**src/pe_conv_cfg.svh**
```systemverilog
`ifndef PE_CONV_CFG_SVH
`define PE_CONV_CFG_SVH
`default_nettype none

// IF scratchpad ring whose depth is not a power of two
`define PE_IF_AW    4
`define PE_IF_DEPTH 12

// filter scratchpad holds all filters back to back
`define PE_FILT_AW  5

`define PE_DW       8           // IF and filter word width
`define PE_PSUM_W   20          // accumulator and psum width

`default_nettype wire
`endif

```
**src/pe_conv_pkg.sv**
```systemverilog
`include "pe_conv_cfg.svh"
`default_nettype none

package pe_conv_pkg;

        // scan settings held stable for a whole scan
        typedef struct packed {
                logic [`PE_IF_AW-1:0]   stride_len;
                logic [`PE_IF_AW-1:0]   if_start_pos;
                logic [`PE_FILT_AW-1:0] filter_len;
                logic                   if_end_valid;
                logic                   filt_ready;
                logic                   spare;          // reserved
        } scan_cfg_t;

        // write side pointers seen by the address generator
        typedef struct packed {
                logic [`PE_IF_AW-1:0]   if_waddr;
                logic [`PE_IF_AW-1:0]   if_end_pos;     // last valid IF word
                logic [`PE_FILT_AW-1:0] filt_waddr;
        } wr_state_t;

        typedef struct packed {
                logic [`PE_IF_AW-1:0]   if_raddr;
                logic [`PE_FILT_AW-1:0] filt_raddr;
                logic                   strobe;
        } rd_req_t;

        typedef struct packed {
                logic [`PE_PSUM_W-1:0]  value;
                logic                   valid;
        } psum_t;

endpackage

`default_nettype wire

```
**src/if_scratchpad.sv**
```systemverilog
`include "pe_conv_cfg.svh"
`default_nettype none

module if_scratchpad
        import pe_conv_pkg::*;
(
        input  wire                     clk,
        input  wire                     rst,
        input  wire                     clear,
        input  wire                     if_wr,
        input  wire [`PE_DW-1:0]        if_wdata,
        input  wire                     if_last,
        input  wire rd_req_t            rd,
        output logic [`PE_DW-1:0]       if_rdata,
        output logic [`PE_IF_AW-1:0]    if_waddr,
        output logic [`PE_IF_AW-1:0]    if_end_pos,
        output logic                    if_end_valid
);

        localparam logic [`PE_IF_AW-1:0] LAST_ADDR = `PE_IF_DEPTH - 1;

        logic [`PE_DW-1:0] mem [`PE_IF_DEPTH];

        always_ff @(posedge clk or posedge rst) begin
                if (rst) begin
                        if_waddr     <= '0;
                        if_end_pos   <= '0;
                        if_end_valid <= 1'b0;
                end else if (clear) begin
                        if_waddr     <= '0;
                        if_end_pos   <= '0;
                        if_end_valid <= 1'b0;
                end else if (if_wr) begin
                        if_waddr <= (if_waddr == LAST_ADDR) ? '0 : if_waddr + 1'b1;   // ring wrap
                        if (if_last) begin
                                if_end_pos   <= if_waddr;
                                if_end_valid <= 1'b1;
                        end
                end
        end

        always_ff @(posedge clk) begin
                if (if_wr)
                        mem[if_waddr] <= if_wdata;
                if (rd.strobe)
                        if_rdata <= mem[rd.if_raddr];   // data one cycle after strobe
        end

endmodule

`default_nettype wire

```
**src/filt_scratchpad.sv**
```systemverilog
`include "pe_conv_cfg.svh"
`default_nettype none

module filt_scratchpad
        import pe_conv_pkg::*;
(
        input  wire                     clk,
        input  wire                     rst,
        input  wire                     clear,
        input  wire                     filt_wr,
        input  wire [`PE_DW-1:0]        filt_wdata,
        input  wire                     filt_last,
        input  wire rd_req_t            rd,
        output logic [`PE_DW-1:0]       filt_rdata,
        output logic [`PE_FILT_AW-1:0]  filt_waddr,
        output logic                    filt_ready
);

        logic [`PE_DW-1:0] mem [2**`PE_FILT_AW];

        always_ff @(posedge clk or posedge rst) begin
                if (rst) begin
                        filt_waddr <= '0;
                        filt_ready <= 1'b0;
                end else if (clear) begin
                        filt_waddr <= '0;
                        filt_ready <= 1'b0;
                end else if (filt_wr) begin
                        filt_waddr <= filt_waddr + 1'b1;
                        if (filt_last)
                                filt_ready <= 1'b1;     // all filters loaded
                end
        end

        always_ff @(posedge clk) begin
                if (filt_wr)
                        mem[filt_waddr] <= filt_wdata;
                if (rd.strobe)
                        filt_rdata <= mem[rd.filt_raddr];
        end

endmodule

`default_nettype wire

```
**src/read_addr_ctrl.sv**
```systemverilog
`default_nettype none

module read_addr_ctrl (
        input  wire     clk,
        input  wire     rst,
        input  wire     start,
        input  wire     psum_done,
        input  wire     stall,
        input  wire     filter_count_flag,
        input  wire     stride_count_flag,
        input  wire     filter_pos_flag,
        input  wire     read_safe,
        output logic    rd_en,
        output logic    filter_pos_ld,
        output logic    filter_pos_cnt_en,
        output logic    stride_pos_ld,
        output logic    stride_cnt_en,
        output logic    filter_count_cnt_en,
        output logic    scan_clear,
        output logic    full_done
);

        localparam logic [1:0] S_IDLE      = 2'd0;
        localparam logic [1:0] S_NEXT_FILT = 2'd1;
        localparam logic [1:0] S_NEXT_WIN  = 2'd2;
        localparam logic [1:0] S_READ      = 2'd3;

        logic [1:0] state;
        logic [1:0] next_state;
        logic       last_sent;          // last read of the window issued
        logic       win_done;

        assign win_done = filter_pos_flag & last_sent & psum_done;

        always_ff @(posedge clk or posedge rst) begin
                if (rst) begin
                        state     <= S_IDLE;
                        last_sent <= 1'b0;
                end else if (!stall) begin
                        state     <= next_state;
                        last_sent <= (state == S_READ) & ~win_done &
                                     (last_sent | (read_safe & filter_pos_flag));
                end
        end

        always_comb begin
                case (state)
                S_IDLE:      next_state = start ? S_NEXT_FILT : S_IDLE;
                S_NEXT_FILT: next_state = filter_count_flag ? S_IDLE : S_NEXT_WIN;
                S_NEXT_WIN:  next_state = stride_count_flag ? S_NEXT_FILT : S_READ;
                default:     next_state = win_done ? S_NEXT_WIN : S_READ;
                endcase
        end

        always_comb begin
                rd_en               = 1'b0;
                filter_pos_ld       = 1'b0;
                filter_pos_cnt_en   = 1'b0;
                stride_pos_ld       = 1'b0;
                stride_cnt_en       = 1'b0;
                filter_count_cnt_en = 1'b0;
                scan_clear          = 1'b0;
                full_done           = 1'b0;
                if (!stall) begin
                        case (state)
                        S_IDLE:
                                scan_clear = 1'b1;
                        S_NEXT_FILT: begin
                                stride_pos_ld = ~filter_count_flag;
                                full_done     = filter_count_flag;      // no filters left
                        end
                        S_NEXT_WIN: begin
                                filter_pos_ld       = 1'b1;
                                filter_count_cnt_en = stride_count_flag & ~filter_count_flag;
                        end
                        default: begin
                                rd_en             = read_safe & ~last_sent;
                                filter_pos_cnt_en = read_safe & ~filter_pos_flag;
                                stride_cnt_en     = win_done;
                        end
                        endcase
                end
        end

endmodule

`default_nettype wire

```
**src/read_addr_path.sv**
```systemverilog
`include "pe_conv_cfg.svh"
`default_nettype none

module read_addr_path
        import pe_conv_pkg::*;
(
        input  wire             clk,
        input  wire             rst,
        input  wire scan_cfg_t  cfg,
        input  wire wr_state_t  wr,
        input  wire             rd_en,
        input  wire             filter_pos_ld,
        input  wire             filter_pos_cnt_en,
        input  wire             stride_pos_ld,
        input  wire             stride_cnt_en,
        input  wire             filter_count_cnt_en,
        input  wire             scan_clear,
        output rd_req_t         rd,
        output logic            read_safe,
        output logic            stride_count_flag,
        output logic            filter_count_flag,
        output logic            filter_pos_flag
);

        localparam int IAW = `PE_IF_AW;
        localparam int FAW = `PE_FILT_AW;
        localparam int OW  = `PE_IF_AW + `PE_FILT_AW + 1;       // unwrapped window offsets

        logic [FAW-1:0]   filt_idx;
        logic [FAW-1:0]   filt_pos;
        logic [IAW-1:0]   win_idx;
        logic [OW-1:0]    win_base;
        logic [OW-1:0]    rd_off;
        logic [OW-1:0]    win_off;
        logic [IAW-1:0]   if_raddr;
        logic [IAW-1:0]   win_end;
        logic [2*FAW-1:0] filt_base;
        logic [FAW-1:0]   filt_raddr;

        // distance walked around the ring from one position to another
        function automatic logic [IAW-1:0] ring_dist(input logic [IAW-1:0] from,
                                                     input logic [IAW-1:0] to);
                if (to >= from)
                        return to - from;
                return IAW'(to + `PE_IF_DEPTH - from);
        endfunction

        always_ff @(posedge clk or posedge rst) begin
                if (rst) begin
                        filt_idx <= '0;
                        filt_pos <= '0;
                        win_idx  <= '0;
                end else if (scan_clear) begin
                        filt_idx <= '0;
                        filt_pos <= '0;
                        win_idx  <= '0;
                end else begin
                        if (filter_count_cnt_en)
                                filt_idx <= filt_idx + 1'b1;
                        if (filter_pos_ld)
                                filt_pos <= '0;
                        else if (filter_pos_cnt_en)
                                filt_pos <= filt_pos + 1'b1;
                        if (stride_pos_ld)
                                win_idx <= '0;
                        else if (stride_cnt_en)
                                win_idx <= win_idx + 1'b1;
                end
        end

        assign win_base = OW'(win_idx * cfg.stride_len);
        assign rd_off   = win_base + OW'(filt_pos);
        assign win_off  = win_base + OW'(cfg.filter_len) - 1'b1;        // last word of window

        assign if_raddr = IAW'((OW'(cfg.if_start_pos) + rd_off) % `PE_IF_DEPTH);
        assign win_end  = IAW'((OW'(cfg.if_start_pos) + win_off) % `PE_IF_DEPTH);

        assign filt_base  = filt_idx * cfg.filter_len;
        assign filt_raddr = FAW'(filt_base + filt_pos);

        assign read_safe = (ring_dist(cfg.if_start_pos, wr.if_waddr) >
                            ring_dist(cfg.if_start_pos, if_raddr)) &
                           ((wr.filt_waddr > filt_raddr) | cfg.filt_ready);

        // an offset past one full ring cannot fit inside the valid input
        assign stride_count_flag = cfg.if_end_valid &
                                   ((win_off >= OW'(`PE_IF_DEPTH)) |
                                    (ring_dist(cfg.if_start_pos, win_end) >
                                     ring_dist(cfg.if_start_pos, wr.if_end_pos)));

        assign filter_count_flag = (filt_raddr == wr.filt_waddr) & cfg.filt_ready;
        assign filter_pos_flag   = (filt_pos == cfg.filter_len - 1'b1);

        assign rd = '{if_raddr: if_raddr, filt_raddr: filt_raddr, strobe: rd_en};

endmodule

`default_nettype wire

```
**src/mac_psum.sv**
```systemverilog
`include "pe_conv_cfg.svh"
`default_nettype none

module mac_psum
        import pe_conv_pkg::*;
(
        input  wire                     clk,
        input  wire                     rst,
        input  wire rd_req_t            rd,
        input  wire [`PE_DW-1:0]        if_rdata,
        input  wire [`PE_DW-1:0]        filt_rdata,
        input  wire                     filter_pos_flag,
        output psum_t                   psum,
        output logic                    psum_done
);

        logic                   data_vld;       // scratchpad data valid this cycle
        logic                   data_last;
        logic                   emit;
        logic [2*`PE_DW-1:0]    prod;
        logic [`PE_PSUM_W-1:0]  acc;
        logic [`PE_PSUM_W-1:0]  psum_value;
        logic                   psum_valid;

        assign prod = if_rdata * filt_rdata;

        always_ff @(posedge clk or posedge rst) begin
                if (rst) begin
                        data_vld   <= 1'b0;
                        data_last  <= 1'b0;
                        emit       <= 1'b0;
                        acc        <= '0;
                        psum_valid <= 1'b0;
                        psum_done  <= 1'b0;
                end else begin
                        data_vld   <= rd.strobe;
                        data_last  <= rd.strobe & filter_pos_flag;
                        emit       <= data_last;        // last product lands this cycle
                        psum_valid <= emit;
                        if (emit)
                                acc <= '0;
                        else if (data_vld)
                                acc <= acc + `PE_PSUM_W'(prod);
                        if (rd.strobe)
                                psum_done <= 1'b0;
                        else if (emit)
                                psum_done <= 1'b1;
                end
        end

        always_ff @(posedge clk) begin
                if (emit)
                        psum_value <= acc;
        end

        assign psum = '{value: psum_value, valid: psum_valid};

endmodule

`default_nettype wire

```
**src/pe_conv_top.sv**
```systemverilog
`include "pe_conv_cfg.svh"
`default_nettype none

module pe_conv_top
        import pe_conv_pkg::*;
(
        input  wire                     clk,
        input  wire                     rst,
        input  wire                     clear,
        input  wire                     start,
        input  wire                     stall,
        input  wire [`PE_IF_AW-1:0]     stride_len,
        input  wire [`PE_IF_AW-1:0]     if_start_pos,
        input  wire [`PE_FILT_AW-1:0]   filter_len,
        input  wire                     if_wr,
        input  wire [`PE_DW-1:0]        if_wdata,
        input  wire                     if_last,
        input  wire                     filt_wr,
        input  wire [`PE_DW-1:0]        filt_wdata,
        input  wire                     filt_last,
        output psum_t                   psum,
        output logic                    full_done
);

        scan_cfg_t              cfg;
        wr_state_t              wr;
        rd_req_t                rd;
        logic [`PE_DW-1:0]      if_rdata;
        logic [`PE_DW-1:0]      filt_rdata;
        logic [`PE_IF_AW-1:0]   if_waddr;
        logic [`PE_IF_AW-1:0]   if_end_pos;
        logic                   if_end_valid;
        logic [`PE_FILT_AW-1:0] filt_waddr;
        logic                   filt_ready;
        logic                   psum_done;
        logic                   read_safe;
        logic                   rd_en;
        logic                   filter_pos_ld, filter_pos_cnt_en, filter_count_cnt_en;
        logic                   stride_pos_ld, stride_cnt_en, scan_clear;
        logic                   stride_count_flag, filter_count_flag, filter_pos_flag;

        assign cfg = '{stride_len: stride_len, if_start_pos: if_start_pos,
                       filter_len: filter_len, if_end_valid: if_end_valid,
                       filt_ready: filt_ready, spare: 1'b0};
        assign wr  = '{if_waddr: if_waddr, if_end_pos: if_end_pos, filt_waddr: filt_waddr};

        if_scratchpad u_if_spad (
                .clk, .rst, .clear, .if_wr, .if_wdata, .if_last, .rd,
                .if_rdata, .if_waddr, .if_end_pos, .if_end_valid
        );

        filt_scratchpad u_filt_spad (
                .clk, .rst, .clear, .filt_wr, .filt_wdata, .filt_last, .rd,
                .filt_rdata, .filt_waddr, .filt_ready
        );

        read_addr_ctrl u_ctrl (
                .clk, .rst, .start, .psum_done, .stall,
                .filter_count_flag, .stride_count_flag, .filter_pos_flag, .read_safe,
                .rd_en, .filter_pos_ld, .filter_pos_cnt_en, .stride_pos_ld, .stride_cnt_en,
                .filter_count_cnt_en, .scan_clear, .full_done
        );

        read_addr_path u_path (
                .clk, .rst, .cfg, .wr, .rd_en,
                .filter_pos_ld, .filter_pos_cnt_en, .stride_pos_ld, .stride_cnt_en,
                .filter_count_cnt_en,
                .scan_clear (scan_clear | clear),       // external clear also restarts the scan
                .rd, .read_safe, .stride_count_flag, .filter_count_flag, .filter_pos_flag
        );

        mac_psum u_mac (
                .clk, .rst, .rd, .if_rdata, .filt_rdata, .filter_pos_flag,
                .psum, .psum_done
        );

endmodule

`default_nettype wire

```
**config.mk**
```make
export PLATFORM = sky130hd
export DESIGN_NAME = pe_conv_top
export DESIGN_NICKNAME = d
export VERILOG_FILES = /design/src/pe_conv_pkg.sv /design/src/if_scratchpad.sv /design/src/filt_scratchpad.sv /design/src/read_addr_ctrl.sv /design/src/read_addr_path.sv /design/src/mac_psum.sv /design/src/pe_conv_top.sv
export VERILOG_INCLUDE_DIRS = /design/src /design/src/src
export SDC_FILE = /design/constraint.sdc
export NUM_CORES = 1
export LEC_CHECK = 0
export BUFFER_PORTS_ARGS = -buffer_cell sky130_fd_sc_hd__buf_4
export CAP_MARGIN = 30
export CORE_ASPECT_RATIO = 1.25
export CORE_MARGIN = 2
export CORE_UTILIZATION = 55
export CTS_CLUSTER_DIAMETER = 80
export DETAILED_ROUTE_END_ITERATION = 16
export PLACE_DENSITY = 0.76
export SETUP_SLACK_MARGIN = 0.1
export SKIP_CTS_REPAIR_TIMING = 1
export SYNTH_ARGS = -nofsm -noshare
export SYNTH_HDL_FRONTEND = slang
export SYNTH_SLANG_ARGS = --single-unit
export TNS_END_PERCENT = 10
```
**constraint.sdc**
```tcl
create_clock -name clk -period 12.3 [get_ports clk]
set_input_delay 0.615 -clock clk [delete_from_list [all_inputs] [get_ports clk]]
set_output_delay 0.615 -clock clk [all_outputs]
set_load 0.005 [all_outputs]
```
# == Word level (Yosys, flattened, before mapping) ==
# Memories as Yosys holds them, arrays and structs flattened. A register that Yosys moved wholly into a read port is not among the register bits.
# Index checks and enable logic that the tools add are counted.
# classes
multipliers,3
n_reduce_logical,13
magnitude_cmp,8
addsub,25
n_div,2
muxes,63
eq_ne,6
bitwise_logic,20
# op_table
cell,n
$mux W4,17
$mod A32 B4 Y32 const B,2
$mux W20,2
$mux W5,7
$mux W1,34
$sub A4 B4 Y4,8
$add A4 B10 Y11,2
$add A20 B16 Y20,1
$add A8 B5 Y9,2
$add A4 B4 Y4 const B,4
$ge A4 B4 Y1,4
$mul A8 B8 Y16,1
$add A5 B1 Y5 const B,3
$reduce_bool A2 Y1,7
$and A1 B1 Y1,12
$eq A5 B5 Y1,2
$ge A10 B4 Y1 const B,1
$sub A10 B1 Y10 const B,1
$add A4 B1 Y4 const B,2
$gt A4 B4 Y1,2
$mul A4 B4 Y8,1
$pmux W2 S3,1
$reduce_bool A3 Y1,2
$add A5 B5 Y5,1
12 further kinds,21
# totals
mem_bits_rw,352
inputBits,38
memories,2
regBits,77
output_inout_bits,22
wordCells,159
# mem_list
name,depth,word_bits,read_ports,rd_clocked_by_memory_dff,wr,line,source
u_filt_spad.mem,32,8,1,1,1,filt_scratchpad.sv:19,logic [`PE_DW-1:0] mem [2**`PE_FILT_AW];
u_if_spad.mem,12,8,1,1,1,if_scratchpad.sv:22,logic [`PE_DW-1:0] mem [`PE_IF_DEPTH];

# == Longest topological paths before layout ==
# depth
word_depth,16
depth_mapped,41
mapped_depth_nobuf,40

# == Modules after synthesis ==
# From an unflattened synthesis, not the netlist that was laid out.
# unflattened
cells_unflattened,1842
area_unflattened_um2,24861.3
# modules_own_cells
mod,cells_per_inst,seq_area_each_um2,instances,area_per_inst_um2
filt_scratchpad,450,8077.7,1,10447.5
read_addr_path,635,350.3,1,5078.6
if_scratchpad,258,3348.2,1,4598.2
mac_psum,466,1226.2,1,4473.0
read_addr_ctrl,31,75.1,1,254.0
pe_conv_top,2,0.0,1,10.0

# == Least setup slack after synthesis ==
# Ideal clock, no wire load.
# synth_timing
path_kind,in2reg
from,input port stride_len[3]
to,register u_path.filt_idx[3]
path_buffers,0
setup_ps,125
path_slack_ps,3342
required_ps,12175
cell_stages,36
arrival_time_ps,8833
path_cell_list,nand2_1 -> fa_1 -> inv_1 -> fa_1 -> fa_1 -> ha_1 -> or2_2 -> o31a_2 -> xnor2_1 -> or3_4 -> a311oi_4 -> nand3_4 -> a2111oi_0 -> ha_1 -> o22ai_4 -> mux2i_1 -> o311ai_2 -> a221oi_2 -> a21oi_1 -> o21a_1 -> ha_1 -> fa_1 -> xnor2_1 -> a21oi_1 -> xnor2_1 -> ha_1 -> a21oi_1 -> a41oi_1 -> a211oi_1 -> nand3_1 -> o31ai_1 -> nor2_1 -> and2_1 -> nand3_1 -> xor2_1 -> nor2_1
# synth_between
elab_chain_cells,15
# synth_rtl
element,line,source
from (decl),pe_conv_top.sv:12,"input wire [`PE_IF_AW-1:0] stride_len,"
$mul A4 B4 Y8 (*),read_addr_path.sv:71,assign win_base = OW'(win_idx * cfg.stride_len);
$add A8 B5 Y9 (*),read_addr_path.sv:73,assign win_off = win_base + OW'(cfg.filter_len) - 1'b1;
$sub A10 B1 Y10 (*),read_addr_path.sv:73,
$add A4 B10 Y11,read_addr_path.sv:76,assign win_end = IAW'((OW'(cfg.if_start_pos) + win_off) % `PE_IF_DEPTH);
$mod A32 B4 Y32 (no source line),--,
$add A4 B4 Y4 (no source line) (tied with other cells),--,
$sub A4 B4 Y4 (tied with other cells),read_addr_path.sv:45,return IAW'(to + `PE_IF_DEPTH - from);
$mux W4,read_addr_path.sv:45,
$gt A4 B4 Y1,read_addr_path.sv:88,"(ring_dist(cfg.if_start_pos, win_end) >"
$or A1 B1 Y1 (*),read_addr_path.sv:87,((win_off >= OW'(`PE_IF_DEPTH)) |
$and A1 B1 Y1 (*),read_addr_path.sv:86,assign stride_count_flag = cfg.if_end_valid &
$and A1 B1 Y1 (*),read_addr_ctrl.sv:74,filter_count_cnt_en = stride_count_flag & ~filter_count_flag;
$mux W1 (*),read_addr_ctrl.sv:65,case (state)
$mux W1 (*),read_addr_ctrl.sv:64,if (!stall) begin
$reduce_bool A2 Y1 (no source line) (*),--,
to (signal assigned),read_addr_path.sv:59,filt_idx <= filt_idx + 1'b1;
to (decl),read_addr_path.sv:29,logic [FAW-1:0] filt_idx;
# Every way passes the cells marked *; elsewhere a longest branch is shown, timed or not. The select of a mux whose other input is x is not followed.
# A chain may end at the register's enable or synchronous reset.

# == Final worst setup path ==
# layout_timing
from,register u_path.win_idx[0]
to,register u_path.filt_idx[4]
# layout_between
elab_chain_cells,15
# layout_rtl
element,line,source
from (decl),read_addr_path.sv:31,logic [IAW-1:0] win_idx;
from (signal assigned),read_addr_path.sv:67,win_idx <= win_idx + 1'b1;
$mul A4 B4 Y8 (*),read_addr_path.sv:71,
$add A8 B5 Y9 (*),read_addr_path.sv:73,
$sub A10 B1 Y10 (*),read_addr_path.sv:73,
$add A4 B10 Y11,read_addr_path.sv:76,
$mod A32 B4 Y32 (no source line),--,
$add A4 B4 Y4 (no source line) (tied with other cells),--,
$sub A4 B4 Y4 (tied with other cells),read_addr_path.sv:45,
$mux W4,read_addr_path.sv:45,
$gt A4 B4 Y1,read_addr_path.sv:88,
$or A1 B1 Y1 (*),read_addr_path.sv:87,
$and A1 B1 Y1 (*),read_addr_path.sv:86,
$and A1 B1 Y1 (*),read_addr_ctrl.sv:74,
$mux W1 (*),read_addr_ctrl.sv:65,
$mux W1 (*),read_addr_ctrl.sv:64,
$reduce_bool A2 Y1 (no source line) (*),--,
# Marked as above.

==> impl_metrics.ini <==
[timing]
worst_pin_slew_ps = 1059
tns_ps = 0
fin_crit_sh = 0.8092
hold_ws_ps = 273.2
fmax_mhz = 100.5
finClkSkew_ps = 19.82
hold_viol_final = 0
slew_headroom = 0.2935
setup_viol = 0
drv_slew = 0
grt_setup_unrepaired = false
min_period_ps = 9953

[detailed_routing]
finalWirelength_mm = 47.60
drtIter0Drc = 841
drc = 0
ant_nets = 0
routedWlPerCell_um = 19.79
avgViaCountPerCell = 5.828
num_vias = 14016
first_pass_iters = 5

[finish]
nets = 2049
final_area_sq_um = 26610
layout_commonest_cell = edfxtp_1
areaGrowthSynthToFinish_pct = 10.45
fillerInstances = 3182
stdcell_count = 2405
layout-drive-gt1-share = 0.1582
utilization = 0.6163
diodes = 0
final_cell_mix = edfxtp_1, inv_1, ha_1, nand2_1, nor2_1

[pwr]
leakagePower_nw = 10.09
combPwrFrac = 0.430
pwr_density_cell_nw_per_um2 = 200.4
peakVddDrop_uv = 230.9
p_sw_w = 0.001813
pwr-share-clk = 0.234
p_seq_frac = 0.336
cellInternalPower_w = 0.003519
switching_share = 0.3400

[cts]
insertion_delay_ps = 580
cts-root-buf = clkbuf_16
clock-sinks = 445
cts_buffer_depth = 3
htree_levels = 2
cts_made_buffers = 44
path_clk_slew_ps = 60
tritoncts = yes

[global_route]
grt_pass1_vias = 14734
grt_max_degree = 66
grt_pass1_wl_mm = 77.54
grt-ovfl-total = 0
antenna_found_initial = 2
grt_use_total = 0.2190

[logic_synthesis]
synth_flop_cell = edfxtp_1
netlist_instances = 1732
ys_ff_latch = 445
synth_fp_nets = 1973
seq_area_frac_synth = 0.5428
synth_cell_types = 76
syn_area_sq_um = 24090
syn_avg_cell_area_sq_um = 13.91
async_flop_share = 0.1281
yosys_warnings = 0
synth_edf_count = 388

[placement]
place_congestion = 0.8689
placed_cell_area_sq_um = 25290
post-place-cells = 2327
io_buffers = 59
place_hpwl_mm = 34.23

[die]
die_h_um = 238.0
start_util = 0.5580
dieArea_sq_um = 45510
coreArea_sq_um = 43180
ioPinCount = 60
die_width_um = 191.2
rows = 85

[worst_setup_path]
max_stage_delay_ps = 550
cp_num_buf_inv = 1
criticalPathCategory = flop to flop
critPathSlowestCell = fa_1
path_max_fanout = 10
end_kind = flop
startpoint_type = flop
critPathTopFamily = compound AO/OA/AOI/OAI gates
crit_required_ps = 12760
cp.arrival_ps = 10410

[run_status]
status = finished clean

[hold_path]
hold_class = input port to async pin

[flow_run]
cap_violations = 0
-- power groups by stage --
stage                     clock network (W)  registers (W)  logic (W)
final                               0.00125        0.00179    0.00229
after global routing                0.00133        0.00180    0.00261
after CTS                           0.00127        0.00179    0.00232
after detailed placement                  0        0.00182    0.00231
after global placement                    0        0.00183    0.00221
after floorplan                           0        0.00179    0.00188
-- registers in the layout (all words and copies together) (netlist names), 4 cells and up --
signal	flops
u_if_spad.if_waddr	4
u_filt_spad.filt_rdata	8
u_path.filt_idx	5
u_filt_spad.filt_waddr	5
u_filt_spad.mem	256
u_if_spad.if_rdata	8
u_mac.acc	20
u_mac.psum_value	20
u_if_spad.if_end_pos	4
u_path.filt_pos	5
u_path.win_idx	4
u_if_spad.mem	96
-- per-stage QoR --
stage	setup WS, ps	total power [W]
final	2347	0.005333
after global routing	1651	0.005739
after CTS	2398	0.005384
after detailed placement	2239	0.004130
after global placement	2612	0.004032
after floorplan	3342	0.003676
-- metal layers --
| metal | vias up | part of all wire | global-route usage |
|---|---|---|---|
| met2 | 378 | 0.54 | 0.4066 |
| met3 | 80 | 0.046 | 0.03471 |
| li1 | 6484 | - | - |
| met4 | 4 | 0.026 | 0.06667 |
| met5 | - | 0.00048 | 0 |
| met1 | 7070 | 0.39 | 0.2590 |
-- worst paths after layout --
| path | from | endpoint | slack, ps | cells past startpoint |
|---|---|---|---|---|
| worst min register to register | u_mac.data_last | u_mac.emit | 360 | 0 |
| min in group clk | if_wdata[3] | u_if_spad.mem[8][3] | 310 | 1 |
| worst min-delay path | rst | u_mac.acc[2] | 270 | 3 |
| worst max-delay path | u_path.win_idx[0] | u_path.filt_idx[4] | 2350 | 36 |
| max in group asynchronous | rst | u_filt_spad.filt_waddr[4] | 11500 | 3 |
| worst max register to register | u_path.win_idx[0] | u_path.filt_idx[4] | 2350 | 36 |
-- worst reg2reg max path: cells and delay by family, from the launching register on --
family / cells / cell delay, ps
muxes: 1 / 370
DFF: 1 / 450
xor gates and xnor gates: 5 / 860
and+or+nand+nor: 7 / 950
AOI/OAI and AO/OA: 14 / 3770
buffers and inverters: 1 / 60
adders and majority gates: 8 / 3380
-- layout make-up --
| cell class | instances | area, sq um | share of cell area |
|---|---|---|---|
| clock buffer | 57 | 1150 | 0.04321 |
| clock inverter | 21 | 177.7 | 0.006676 |
| inverter | 156 | 585.6 | 0.02200 |
| multi-input combinational | 1076 | 10260 | 0.3855 |
| sequential | 445 | 13080 | 0.4914 |
| tap | 565 | 706.9 | 0.02656 |
| timing repair buffer | 85 | 655.6 | 0.02464 |
-- cells in the mapped netlist (all sizes together) (8+ instances only) --
cell,n,area share
a21o,18,0.0056
xor2,38,0.014
mux4,104,0.097
mux2,12,0.0056
dfrtp,57,0.059
nor3,25,0.0052
ha,128,0.066
nand3,29,0.0065
nor2,114,0.018
and2,55,0.014
o21ai,43,0.0089
o22ai,11,0.0034
edfxtp,388,0.48
buf,9,0.0016
nor2b,14,0.0036
mux2i,39,0.016
a21oi,53,0.011
inv,156,0.024
o211ai,9,0.0028
and3,8,0.0021
nand3b,11,0.0034
a31oi,12,0.0031
fa,75,0.062
clkbuf,46,0.0072
or2,8,0.0021
xnor2,56,0.020
nand2,125,0.019
-- logic make-up after synthesis --
group           after synthesis  synth area share
mux                         155            0.1190
compound gates              206           0.05842
buf+inv                     211           0.03308
simple gates                417           0.08283
fa+ha+maj                   203            0.1288
flops                       445            0.5428
xor+xnor                     95           0.03510
No activity file was read; power rests on OpenSTA's default activity.
